File: config.mk
export PLATFORM = sky130hd
export DESIGN_NAME = hawk_decomp_top
export DESIGN_NICKNAME = d
export VERILOG_FILES = /design/src/verilog/hawk_pkg.sv /design/src/verilog/hawk_decomp_mngr.sv /design/src/verilog/hawk_rd_fifo.sv /design/src/verilog/hawk_rle_expander.sv /design/src/verilog/hawk_decomp_top.sv
export VERILOG_INCLUDE_DIRS = /design/src /design/src/verilog
export SDC_FILE = /design/constraint.sdc
export NUM_CORES = 2
export LEC_CHECK = 0
export BUFFER_PORTS_ARGS = -buffer_cell sky130_fd_sc_hd__buf_2
export CAP_MARGIN = 20
export CORE_ASPECT_RATIO = 1.25
export CORE_MARGIN = 2
export CORE_UTILIZATION = 50
export DETAILED_ROUTE_END_ITERATION = 7
export PLACE_DENSITY = 0.79
export SLEW_MARGIN = 20
export SYNTH_ARGS = -nofsm -noshare
export SYNTH_HDL_FRONTEND = slang
export SYNTH_SLANG_ARGS = --single-unit
File: constraint.sdc
create_clock -name clk_i -period 15 [get_ports clk_i]
set_input_delay 0.75 -clock clk_i [delete_from_list [all_inputs] [get_ports clk_i]]
set_output_delay 0.75 -clock clk_i [all_outputs]
set_load 0.01 [all_outputs]
File: src/verilog/hawk_cfg.svh
// widths, page geometry, slot count and read FIFO depth of the decompression path
`ifndef HAWK_CFG_SVH
`define HAWK_CFG_SVH

// AXI read port
`define HAWK_ADDR_W 32
`define HAWK_DATA_W 128

// decompressed output stream
`define HAWK_WORD_W 32
`define HAWK_PAGE_BYTES 4096
`define HAWK_PAGE_WORDS 1024

// rle beat layout, run length sits above the 32-bit value
`define HAWK_RUN_W 16

// zspage geometry
`define HAWK_SLOTS 5
`define HAWK_OFS_W 11  // offset from the 4 KB way base

// compressed beat buffer between manager and expander
`define HAWK_FIFO_DEPTH 16

`endif

File: src/verilog/hawk_pkg.sv
// width typedefs, metadata and channel structs, manager states and size class table
`include "hawk_cfg.svh"

package hawk_pkg;

	typedef logic [`HAWK_ADDR_W-1:0] addr_t;
	typedef logic [`HAWK_DATA_W-1:0] beat_t;
	typedef logic [`HAWK_WORD_W-1:0] word_t;
	typedef logic [`HAWK_RUN_W-1:0] run_t;
	typedef logic [1:0] size_idx_t;   // 256, 512, 1024, 2048 bytes
	typedef logic [`HAWK_SLOTS-1:0] slot_vec_t;
	typedef logic [`HAWK_OFS_W-1:0] ofs_t;
	typedef logic [7:0] beat_cnt_t;   // beats of one compressed page
	typedef logic [$clog2(`HAWK_FIFO_DEPTH+1)-1:0] fifo_cnt_t;
	typedef logic [$clog2(`HAWK_PAGE_WORDS+1)-1:0] wcnt_t;

	// one metadata beat, iway_ptr in the lowest bits
	typedef struct packed {
		ofs_t [`HAWK_SLOTS-1:0] pg_ofs;
		slot_vec_t pg_vld;
		size_idx_t size_idx;
		addr_t nxt_way_ptr;
		addr_t iway_ptr;
	} zspg_md_t;

	typedef struct packed {
		logic arvalid;
		addr_t addr;
		logic [7:0] arlen;  // single beat bursts only
	} ar_pkt_t;

	typedef struct packed {
		logic rvalid;
		beat_t rdata;
		logic [1:0] rresp;
		logic rlast;
	} r_pkt_t;

	// metadata writeback, new_loc is the way that took the page
	typedef struct packed {
		logic valid;
		zspg_md_t md;
		addr_t new_loc;
	} zspg_upd_t;

	typedef struct packed {
		logic valid;
		addr_t way_ptr;
		size_idx_t ifl_idx;
	} tol_upd_t;

	typedef enum logic [3:0] {
		ST_IDLE,
		ST_REQ_MD,
		ST_WAIT_MD,
		ST_SET_FREE,
		ST_FLUSH,
		ST_SETTLE,
		ST_BURST,
		ST_DECOMP,
		ST_WB_WAIT,
		ST_PUSH_IFL,
		ST_WAIT_TBL,
		ST_DONE,
		ST_MNGR_ERR,
		ST_BUS_ERR
	} decomp_state_e;

	function automatic logic [11:0] csize_bytes(size_idx_t idx);
		case (idx)
			2'd0: csize_bytes = 12'd256;
			2'd1: csize_bytes = 12'd512;
			2'd2: csize_bytes = 12'd1024;
			default: csize_bytes = 12'd2048;
		endcase
	endfunction

endpackage

File: src/verilog/hawk_decomp_mngr.sv
// decompression manager FSM: metadata walk, slot release, credit based burst read, writeback and free list push
`timescale 1ns/10ps
`include "hawk_cfg.svh"

module hawk_decomp_mngr (
	input  logic                 clk_i,
	input  logic                 rst_ni,
	input  logic                 trigger,
	input  hawk_pkg::addr_t      cpage_addr,
	input  hawk_pkg::addr_t      free_way,
	output hawk_pkg::ar_pkt_t    ar,
	input  logic                 arready,
	input  hawk_pkg::r_pkt_t     r,
	output logic                 rready,
	input  logic                 fifo_full,
	input  hawk_pkg::fifo_cnt_t  fifo_free,
	output logic                 fifo_push,
	output hawk_pkg::beat_t      fifo_data,
	output logic                 flush,
	output logic                 decomp_start,
	input  logic                 decomp_done,
	output hawk_pkg::zspg_upd_t  zspg_upd,
	input  logic                 zspg_updated,
	output hawk_pkg::tol_upd_t   tol_upd,
	input  logic                 tol_ready,
	input  logic                 tbl_update_done,
	output logic                 done,
	output logic                 bus_error,
	output logic                 mngr_error,
	output logic [31:0]          page_cnt
);

	localparam int BEAT_SHIFT = $clog2(`HAWK_DATA_W / 8);
	localparam hawk_pkg::addr_t PAGE_MASK = hawk_pkg::addr_t'(`HAWK_PAGE_BYTES - 1);

	hawk_pkg::decomp_state_e state;
	hawk_pkg::addr_t cpg_q;
	hawk_pkg::addr_t free_q;
	hawk_pkg::addr_t rd_addr_q;  // next burst beat address
	hawk_pkg::zspg_md_t md_q;
	hawk_pkg::zspg_md_t md_rx;
	hawk_pkg::addr_t way_base;
	hawk_pkg::slot_vec_t clr_mask;
	hawk_pkg::beat_cnt_t page_beats;
	hawk_pkg::beat_cnt_t issue_left;
	hawk_pkg::beat_cnt_t push_left;
	hawk_pkg::fifo_cnt_t in_flight;  // issued, beat not yet pushed
	logic pp_ifl_q;
	logic r_ok;
	logic r_err;
	logic issue;

	assign md_rx = hawk_pkg::zspg_md_t'(r.rdata[$bits(hawk_pkg::zspg_md_t)-1:0]);
	assign way_base = md_q.iway_ptr & ~PAGE_MASK;
	assign page_beats = hawk_pkg::beat_cnt_t'(hawk_pkg::csize_bytes(md_q.size_idx) >> BEAT_SHIFT);

	assign rready = (state == hawk_pkg::ST_BURST) ? !fifo_full : 1'b1;
	assign r_ok = r.rvalid && rready && (r.rresp == 2'b00);
	assign r_err = r.rvalid && rready && (r.rresp != 2'b00);

	// one credit per address, a FIFO entry is held for every beat in flight
	assign issue = (state == hawk_pkg::ST_BURST) && !ar.arvalid && (issue_left != '0)
		&& (fifo_free > in_flight);

	assign fifo_push = (state == hawk_pkg::ST_BURST) && r_ok;
	assign fifo_data = r.rdata;

	assign flush = (state == hawk_pkg::ST_FLUSH);
	assign done = (state == hawk_pkg::ST_DONE);
	assign bus_error = (state == hawk_pkg::ST_BUS_ERR);
	assign mngr_error = (state == hawk_pkg::ST_MNGR_ERR);

	// first valid slot whose page sits at the requested address
	always_comb begin
		clr_mask = '0;
		for (int i = 0; i < `HAWK_SLOTS; i++) begin
			if (md_q.pg_vld[i] && (clr_mask == '0)
				&& (way_base + hawk_pkg::addr_t'(md_q.pg_ofs[i]) == cpg_q)) begin
				clr_mask[i] = 1'b1;
			end
		end
	end

	always_ff @(posedge clk_i or negedge rst_ni) begin
		if (!rst_ni) begin
			state <= hawk_pkg::ST_IDLE;
			ar <= '0;
			decomp_start <= 1'b0;
			zspg_upd <= '0;
			tol_upd <= '0;
			issue_left <= '0;
			push_left <= '0;
			in_flight <= '0;
			pp_ifl_q <= 1'b0;
			page_cnt <= '0;
		end else begin
			if (ar.arvalid && arready)
				ar.arvalid <= 1'b0;
			case (state)
				hawk_pkg::ST_IDLE: begin
					if (trigger)
						state <= hawk_pkg::ST_REQ_MD;
				end
				hawk_pkg::ST_REQ_MD: begin
					ar.arvalid <= 1'b1;
					ar.addr <= cpg_q & ~PAGE_MASK;  // zspage header of this way
					ar.arlen <= '0;
					state <= hawk_pkg::ST_WAIT_MD;
				end
				hawk_pkg::ST_WAIT_MD: begin
					if (r_err) begin
						state <= hawk_pkg::ST_BUS_ERR;
					end else if (r_ok) begin
						// ar.addr still holds the record address just read
						if (md_rx.iway_ptr == ar.addr) begin
							pp_ifl_q <= &md_rx.pg_vld;
							state <= hawk_pkg::ST_SET_FREE;
						end else begin
							ar.arvalid <= 1'b1;
							ar.addr <= md_rx.nxt_way_ptr;
						end
					end
				end
				hawk_pkg::ST_SET_FREE: begin
					if (|clr_mask)
						state <= hawk_pkg::ST_FLUSH;
					else
						state <= hawk_pkg::ST_MNGR_ERR;
				end
				hawk_pkg::ST_FLUSH: state <= hawk_pkg::ST_SETTLE;
				hawk_pkg::ST_SETTLE: begin
					issue_left <= page_beats;
					push_left <= page_beats;
					in_flight <= '0;
					state <= hawk_pkg::ST_BURST;
				end
				hawk_pkg::ST_BURST: begin
					if (r_err) begin
						state <= hawk_pkg::ST_BUS_ERR;
					end else begin
						if (issue) begin
							ar.arvalid <= 1'b1;
							ar.addr <= rd_addr_q;
							issue_left <= issue_left - 1'b1;
						end
						in_flight <= in_flight + hawk_pkg::fifo_cnt_t'(issue)
							- hawk_pkg::fifo_cnt_t'(fifo_push);
						if (fifo_push) begin
							push_left <= push_left - 1'b1;
							if (push_left == hawk_pkg::beat_cnt_t'(1)) begin
								decomp_start <= 1'b1;  // last beat is in the FIFO
								state <= hawk_pkg::ST_DECOMP;
							end
						end
					end
				end
				hawk_pkg::ST_DECOMP: begin
					if (decomp_done) begin
						decomp_start <= 1'b0;
						zspg_upd.valid <= 1'b1;
						zspg_upd.md <= md_q;
						zspg_upd.new_loc <= free_q;
						state <= hawk_pkg::ST_WB_WAIT;
					end
				end
				hawk_pkg::ST_WB_WAIT: begin
					if (zspg_updated) begin
						zspg_upd.valid <= 1'b0;
						if (pp_ifl_q) begin
							// zspage was full, it goes back on the irregular free list
							tol_upd.valid <= 1'b1;
							tol_upd.way_ptr <= md_q.iway_ptr;
							tol_upd.ifl_idx <= md_q.size_idx;
							state <= hawk_pkg::ST_PUSH_IFL;
						end else begin
							state <= hawk_pkg::ST_DONE;
						end
					end
				end
				hawk_pkg::ST_PUSH_IFL: begin
					if (tol_ready) begin
						tol_upd.valid <= 1'b0;
						if (tbl_update_done)
							state <= hawk_pkg::ST_DONE;
						else
							state <= hawk_pkg::ST_WAIT_TBL;
					end
				end
				hawk_pkg::ST_WAIT_TBL: begin
					if (tbl_update_done)
						state <= hawk_pkg::ST_DONE;
				end
				hawk_pkg::ST_DONE: begin
					page_cnt <= page_cnt + 32'd1;
					state <= hawk_pkg::ST_IDLE;
				end
				default: state <= state;  // error states are sticky
			endcase
		end
	end

	// request payload and working copy of the record
	always_ff @(posedge clk_i) begin
		if (state == hawk_pkg::ST_IDLE && trigger) begin
			cpg_q <= cpage_addr;
			free_q <= free_way;
		end
		if (state == hawk_pkg::ST_WAIT_MD && r_ok)
			md_q <= md_rx;
		if (state == hawk_pkg::ST_SET_FREE)
			md_q.pg_vld <= md_q.pg_vld & ~clr_mask;  // release the slot
		if (state == hawk_pkg::ST_SETTLE)
			rd_addr_q <= cpg_q;
		else if (issue)
			rd_addr_q <= rd_addr_q + hawk_pkg::addr_t'(`HAWK_DATA_W / 8);
	end

	a_ar_hold: assert property (@(posedge clk_i) disable iff (!rst_ni)
		ar.arvalid && !arready |=> ar.arvalid && $stable(ar.addr));

	a_rlast: assert property (@(posedge clk_i) disable iff (!rst_ni)
		r.rvalid |-> r.rlast);

	// beats in flight always fit the room left in the FIFO
	a_credit: assert property (@(posedge clk_i) disable iff (!rst_ni)
		state == hawk_pkg::ST_BURST |-> in_flight <= fifo_free);

endmodule

File: src/verilog/hawk_rd_fifo.sv
// synchronous read beat FIFO with flush, occupancy and free count
`timescale 1ns/10ps
`include "hawk_cfg.svh"

module hawk_rd_fifo (
	input  logic                 clk_i,
	input  logic                 rst_ni,
	input  logic                 flush,
	input  logic                 push,
	input  hawk_pkg::beat_t      push_data,
	input  logic                 pop,
	output hawk_pkg::beat_t      pop_data,
	output logic                 full,
	output logic                 empty,
	output hawk_pkg::fifo_cnt_t  free
);

	localparam int PTR_W = $clog2(`HAWK_FIFO_DEPTH);
	localparam logic [PTR_W-1:0] PTR_LAST = PTR_W'(`HAWK_FIFO_DEPTH - 1);

	hawk_pkg::beat_t mem [`HAWK_FIFO_DEPTH];
	logic [PTR_W-1:0] wr_ptr;
	logic [PTR_W-1:0] rd_ptr;
	hawk_pkg::fifo_cnt_t count;
	logic do_push;
	logic do_pop;

	assign full = (count == hawk_pkg::fifo_cnt_t'(`HAWK_FIFO_DEPTH));
	assign empty = (count == '0);
	assign free = hawk_pkg::fifo_cnt_t'(`HAWK_FIFO_DEPTH) - count;
	assign do_push = push && !full;
	assign do_pop = pop && !empty;
	assign pop_data = mem[rd_ptr];  // head is visible before the pop

	always_ff @(posedge clk_i or negedge rst_ni) begin
		if (!rst_ni) begin
			wr_ptr <= '0;
			rd_ptr <= '0;
			count <= '0;
		end else if (flush) begin
			wr_ptr <= '0;
			rd_ptr <= '0;
			count <= '0;
		end else begin
			if (do_push)
				wr_ptr <= (wr_ptr == PTR_LAST) ? '0 : wr_ptr + 1'b1;
			if (do_pop)
				rd_ptr <= (rd_ptr == PTR_LAST) ? '0 : rd_ptr + 1'b1;
			count <= count + hawk_pkg::fifo_cnt_t'(do_push) - hawk_pkg::fifo_cnt_t'(do_pop);
		end
	end

	always_ff @(posedge clk_i) begin
		if (do_push)
			mem[wr_ptr] <= push_data;
	end

	a_no_overflow: assert property (@(posedge clk_i) disable iff (!rst_ni) push |-> !full);
	a_no_underflow: assert property (@(posedge clk_i) disable iff (!rst_ni) pop |-> !empty);

endmodule

File: src/verilog/hawk_rle_expander.sv
// run length expander from FIFO beats to a one page stream of 32-bit words
`timescale 1ns/10ps
`include "hawk_cfg.svh"

module hawk_rle_expander (
	input  logic             clk_i,
	input  logic             rst_ni,
	input  logic             start,
	input  logic             flush,
	input  logic             fifo_empty,
	input  hawk_pkg::beat_t  fifo_data,
	input  logic             out_ready,
	output logic             fifo_pop,
	output logic             out_valid,
	output hawk_pkg::word_t  out_data,
	output logic             decomp_done
);

	localparam int RUN_LSB = `HAWK_WORD_W;
	localparam hawk_pkg::wcnt_t LAST_WORD = hawk_pkg::wcnt_t'(`HAWK_PAGE_WORDS - 1);

	hawk_pkg::run_t run_left;
	hawk_pkg::run_t beat_run;
	hawk_pkg::wcnt_t wcnt;  // words emitted for this page
	hawk_pkg::word_t val_q;
	logic page_full;
	logic done_sent;

	assign beat_run = fifo_data[RUN_LSB +: `HAWK_RUN_W];
	assign page_full = (wcnt == hawk_pkg::wcnt_t'(`HAWK_PAGE_WORDS));

	// beats past the page end are still drained so the burst can finish
	assign fifo_pop = (run_left == '0) && !fifo_empty;
	assign out_valid = (run_left != '0);
	assign out_data = val_q;

	always_ff @(posedge clk_i or negedge rst_ni) begin
		if (!rst_ni) begin
			run_left <= '0;
			wcnt <= '0;
			done_sent <= 1'b0;
			decomp_done <= 1'b0;
		end else if (flush) begin
			run_left <= '0;
			wcnt <= '0;
			done_sent <= 1'b0;
			decomp_done <= 1'b0;
		end else begin
			decomp_done <= 1'b0;
			if (fifo_pop && !page_full) begin
				run_left <= beat_run;
			end else if (out_valid && out_ready) begin
				wcnt <= wcnt + 1'b1;
				// rest of the run is dropped at the page end
				run_left <= (wcnt == LAST_WORD) ? '0 : run_left - 1'b1;
			end
			if (start && page_full && !done_sent) begin
				decomp_done <= 1'b1;
				done_sent <= 1'b1;
			end
		end
	end

	always_ff @(posedge clk_i) begin
		if (fifo_pop)
			val_q <= fifo_data[`HAWK_WORD_W-1:0];
	end

	a_run_nonzero: assert property (@(posedge clk_i) disable iff (!rst_ni)
		fifo_pop |-> beat_run != '0);

endmodule

File: src/verilog/hawk_decomp_top.sv
// decompression path top: manager, read FIFO and run length expander
`timescale 1ns/10ps

module hawk_decomp_top (
	input  logic                 clk_i,
	input  logic                 rst_ni,
	input  logic                 trigger,
	input  hawk_pkg::addr_t      cpage_addr,
	input  hawk_pkg::addr_t      free_way,
	output hawk_pkg::ar_pkt_t    ar,
	input  logic                 arready,
	input  hawk_pkg::r_pkt_t     r,
	output logic                 rready,
	output logic                 out_valid,
	output hawk_pkg::word_t      out_data,
	input  logic                 out_ready,
	output hawk_pkg::zspg_upd_t  zspg_upd,
	input  logic                 zspg_updated,
	output hawk_pkg::tol_upd_t   tol_upd,
	input  logic                 tol_ready,
	input  logic                 tbl_update_done,
	output logic                 done,
	output logic                 bus_error,
	output logic                 mngr_error,
	output logic [31:0]          page_cnt
);

	logic fifo_full;
	logic fifo_empty;
	hawk_pkg::fifo_cnt_t fifo_free;
	logic fifo_push;
	hawk_pkg::beat_t fifo_push_data;
	logic fifo_pop;
	hawk_pkg::beat_t fifo_pop_data;
	logic flush;
	logic decomp_start;
	logic decomp_done;

	hawk_decomp_mngr u_mngr (
		.clk_i(clk_i), .rst_ni(rst_ni),
		.trigger(trigger), .cpage_addr(cpage_addr), .free_way(free_way),
		.ar(ar), .arready(arready), .r(r), .rready(rready),
		.fifo_full(fifo_full), .fifo_free(fifo_free),
		.fifo_push(fifo_push), .fifo_data(fifo_push_data),
		.flush(flush), .decomp_start(decomp_start), .decomp_done(decomp_done),
		.zspg_upd(zspg_upd), .zspg_updated(zspg_updated),
		.tol_upd(tol_upd), .tol_ready(tol_ready), .tbl_update_done(tbl_update_done),
		.done(done), .bus_error(bus_error), .mngr_error(mngr_error), .page_cnt(page_cnt)
	);

	hawk_rd_fifo u_fifo (
		.clk_i(clk_i), .rst_ni(rst_ni), .flush(flush),
		.push(fifo_push), .push_data(fifo_push_data),
		.pop(fifo_pop), .pop_data(fifo_pop_data),
		.full(fifo_full), .empty(fifo_empty), .free(fifo_free)
	);

	hawk_rle_expander u_rle (
		.clk_i(clk_i), .rst_ni(rst_ni),
		.start(decomp_start), .flush(flush),
		.fifo_empty(fifo_empty), .fifo_data(fifo_pop_data), .fifo_pop(fifo_pop),
		.out_ready(out_ready), .out_valid(out_valid), .out_data(out_data),
		.decomp_done(decomp_done)
	);

endmodule

==> summary.txt <==
Synthesis
  – Ys async rst share: 0.243
  – Synth Register Bits: approximately 1.4k
  – Register area share after synthesis: 0.730
  – Most frequent cell after synthesis: edfxtp_1
  – Most area-hungry cell type in the Yosys netlist: edfxtp_1
  – Largest cells by area after synthesis: edfxtp_1, dfrtp_1, mux4_2
  – Prevailing post-synth register cell: edfxtp_1
  – Post-Syn Area: 53300 µm²
  – Number of flops mapped to enable cells by yosys: just over 1k
  – Synth unique cells: 75
  – Synth Warn #: 0
  – Mapped Cells: ~2.9k
  – Most frequent cells after synthesis: edfxtp_1, dfrtp_1, mux4_2, mux2_2, xnor2_1
  – Synth top area share: 0.576
  – Avg Inst Size Synth: roughly 18 µm²

Drt
  – First-pass DRT Iterations: 8
  – Initial drt markers: between 3k and 4k
  – Wire length per cell: 28.8 µm
  – Highest metal used: met5
  – Metal3 WL: 13.3 mm
  – Met2 wire length: 72.4 mm
  – Final Routed Wirelength: approximately 140 mm
  – Detail Route Antenna Nets: 0
  – Vias: approximately 30k
  – Vias per cell: 6.00
  – # DRC: 0
  – Met1 wire length: about 50 mm

STA
  – Worst hold slack: ~0.011 ns
  – Fin. max-slew vios: 0
  – Achievable Freq: around 230 MHz
  – Period minus WS final: 4.26 ns
  – Count of final setup violators: 0
  – Worst-Margin Slew: ~1.2 ns
  – RSZ-0062 raised after global routing: no
  – Relative slew slack: 0.195
  – Final Worst Setup Slack: roughly 11 ns
  – Clock skew: about 0.053 ns
  – Setup_tns: 0 ns
  – Tcrit/Tclk final: 0.284
  – Final Hold Fails: 0

Clock tree
  – H-tree depth: 3
  – CTS Hold Bufs: 0
  – Clock buffer depth: 3
  – Clock Latency Late Sink: 0.73 ns
  – Reg clk slew, reported paths: approximately 0.070 ns
  – Clock sink count: ~1.4k
  – Num CTS Buffers: 117
  – CTS tree: done
  – PostCTS Resize Cnt: 0
  – Post-CTS setup buffer count: 0
  – CTS root buf: clkbuf_16

Status
  – Status: complete, no violations

Floorplan
  – Die Wd: 296 µm
  – Row count: 133
  – Ports: roughly 510
  – Initial Util: 0.505
  – Die height: about 370 µm
  – Core Area: 106000 µm²
  – Die ar.: ~110000 µm²

Placement
  – Dpl cells: about 4.7k
  – Port bufs: about 500
  – Post-DP HPWL: between 80 and 90 mm
  – Area after DPL: roughly 57000 µm²
  – Dpl ws: between 10 and 15 ns
  – Placer Congestion: ~0.90

GRT
  – Initial antenna violation count: 17
  – Total GRT Usage: 0.263
  – Vias in the first global route: ~30k
  – First-pass GRT wire length: slightly above 200 mm
  – Largest net degree at the start of global routing: approximately 130
  – Remaining global-route overflow: 0

Critical path
  – Crit Path Class: flip-flop to flip-flop
  – Nature of the critical path startpoint: flip-flop
  – Worst setup EP type: flip-flop
  – Worst Path Max Fanout: 33
  – WP data required: 15.66 ns
  – Crit path arrival time: just under 5 ns

Cells and area
  – Layout area overhead: 15.3%
  – Finished Cell Area: around 61000 µm²
  – Number of fill cells in the layout: slightly below 8k
  – Fin cells: 4936
  – Layout cells sized above 1: 0.343
  – Final Util: 0.582
  – Final #Nets: 3655
  – Reg area: around 40000 µm²
  – Multi-input gate area: 13700 µm²

Power and ir drop
  – Power Total: about 8.4 mW
  – Peak VDD IR: roughly 0.12 mV
  – Static Leak: 22.6 nW
  – Pwr/cell area: roughly 140 nW/µm²

Min path
  – Min-delay worst type: primary input to asynchronous set/reset pin

Run
  – Max Cap Viol: 0
-- sequential cells by signal, summed over array words and instances, names as in the netlist, 4 cells and up --
name and flops:
u_fifo.count 5, u_fifo.mem 768, u_fifo.rd_ptr 4, u_fifo.wr_ptr 4, u_mngr.ar 33, u_mngr.cpg_q 32, u_mngr.free_q 32, u_mngr.in_flight 5
u_mngr.issue_left 8, u_mngr.md_q 126, u_mngr.page_cnt 32, u_mngr.push_left 8, u_mngr.rd_addr_q 32, u_mngr.state 4, u_mngr.tol_upd 35, u_mngr.zspg_upd 159
u_rle.out_data 32, u_rle.run_left 16, u_rle.wcnt 11
-- per-layer routing --
layer  GRT usage  vias up
met4       0.115        6
met2       0.447     1705
met5           0        -
li1            -    12400
met1       0.324    15200
met3      0.0557      290
-- report_power, final --
part           internal (mW)  switching [mW]  total (mW)
clock                   1.69            1.39        3.07
sequential              4.19           0.197        4.39
combinational          0.392           0.557       0.949
total                   6.27            2.14        8.41
-- cell usage in the layout (no fill, tap or decap), types with 39 or more instances in the layout --
cell / Yosys / layout
mux4_2: 240 / 240
buf_2: 23 / 495
o21ai_0: 92 / 92
edfxtp_1: 1022 / 1022
nor2_1: 84 / 69
dfrtp_1: 328 / 324
mux2_2: 193 / 193
nand2_1: 97 / 97
clkbuf_16: 0 / 119
a21oi_1: 50 / 50
xnor2_1: 145 / 145
nand4_1: 50 / 50
xor2_1: 39 / 39
inv_1: 76 / 76
-- cell families after synthesis --
| family | Yosys count | share of synthesized area |
|---|---|---|
| adders and majority gates | 36 | 0.00874 |
| AOI/OAI and AO/OA | 253 | 0.0306 |
| DFF | 1350 | 0.730 |
| muxes | 436 | 0.143 |
| other | 1 | 0.0000704 |
| and+or+nand+nor | 416 | 0.0407 |
| xor gates and xnor gates | 184 | 0.0303 |
| buffers and inverters | 221 | 0.0167 |
-- critical path: stages, from the launching register on --
cell	delay, ns
dfrtp_1	0.43
nor3_2	0.38
or4b_2	0.78
or2_2	0.38
nor2_4	0.08
buf_4	0.55
ha_1	0.21
inv_1	0.04
ha_1	0.22
fa_1	0.42
a21oi_1	0.15
nor2_1	0.06
or3_1	0.34
a21oi_1	0.14
-- area by class of cell --
cell class / instances / area share
clock inverters: 73 / 0.0121
repair buffers: 536 / 0.0459
flip-flops and latches: 1350 / 0.634
multi-input cells: 1333 / 0.223
diodes: 4 / 0.000163
clock buffers: 146 / 0.0516
inverters: 77 / 0.00471
well taps: 1417 / 0.0289
-- final timing paths --
check | start | end | slack [ns] | cells past startpoint
min in group clk_i | free_way[0] | u_mngr.free_q[0] | 0.19 | 1
min reg2reg | u_rle.done_sent | u_rle.decomp_done | 0.43 | 1
max reg2reg | u_rle.run_left[9] | u_fifo.count[4] | 10.74 | 13
max in group asynchronous | rst_ni | u_mngr.tol_upd[8] | 12.85 | 3
max | u_rle.run_left[9] | u_fifo.count[4] | 10.74 | 13
min | rst_ni | u_mngr.zspg_upd[130] | 0.01 | 1
Note: power is estimated with default switching activity, not from simulation.
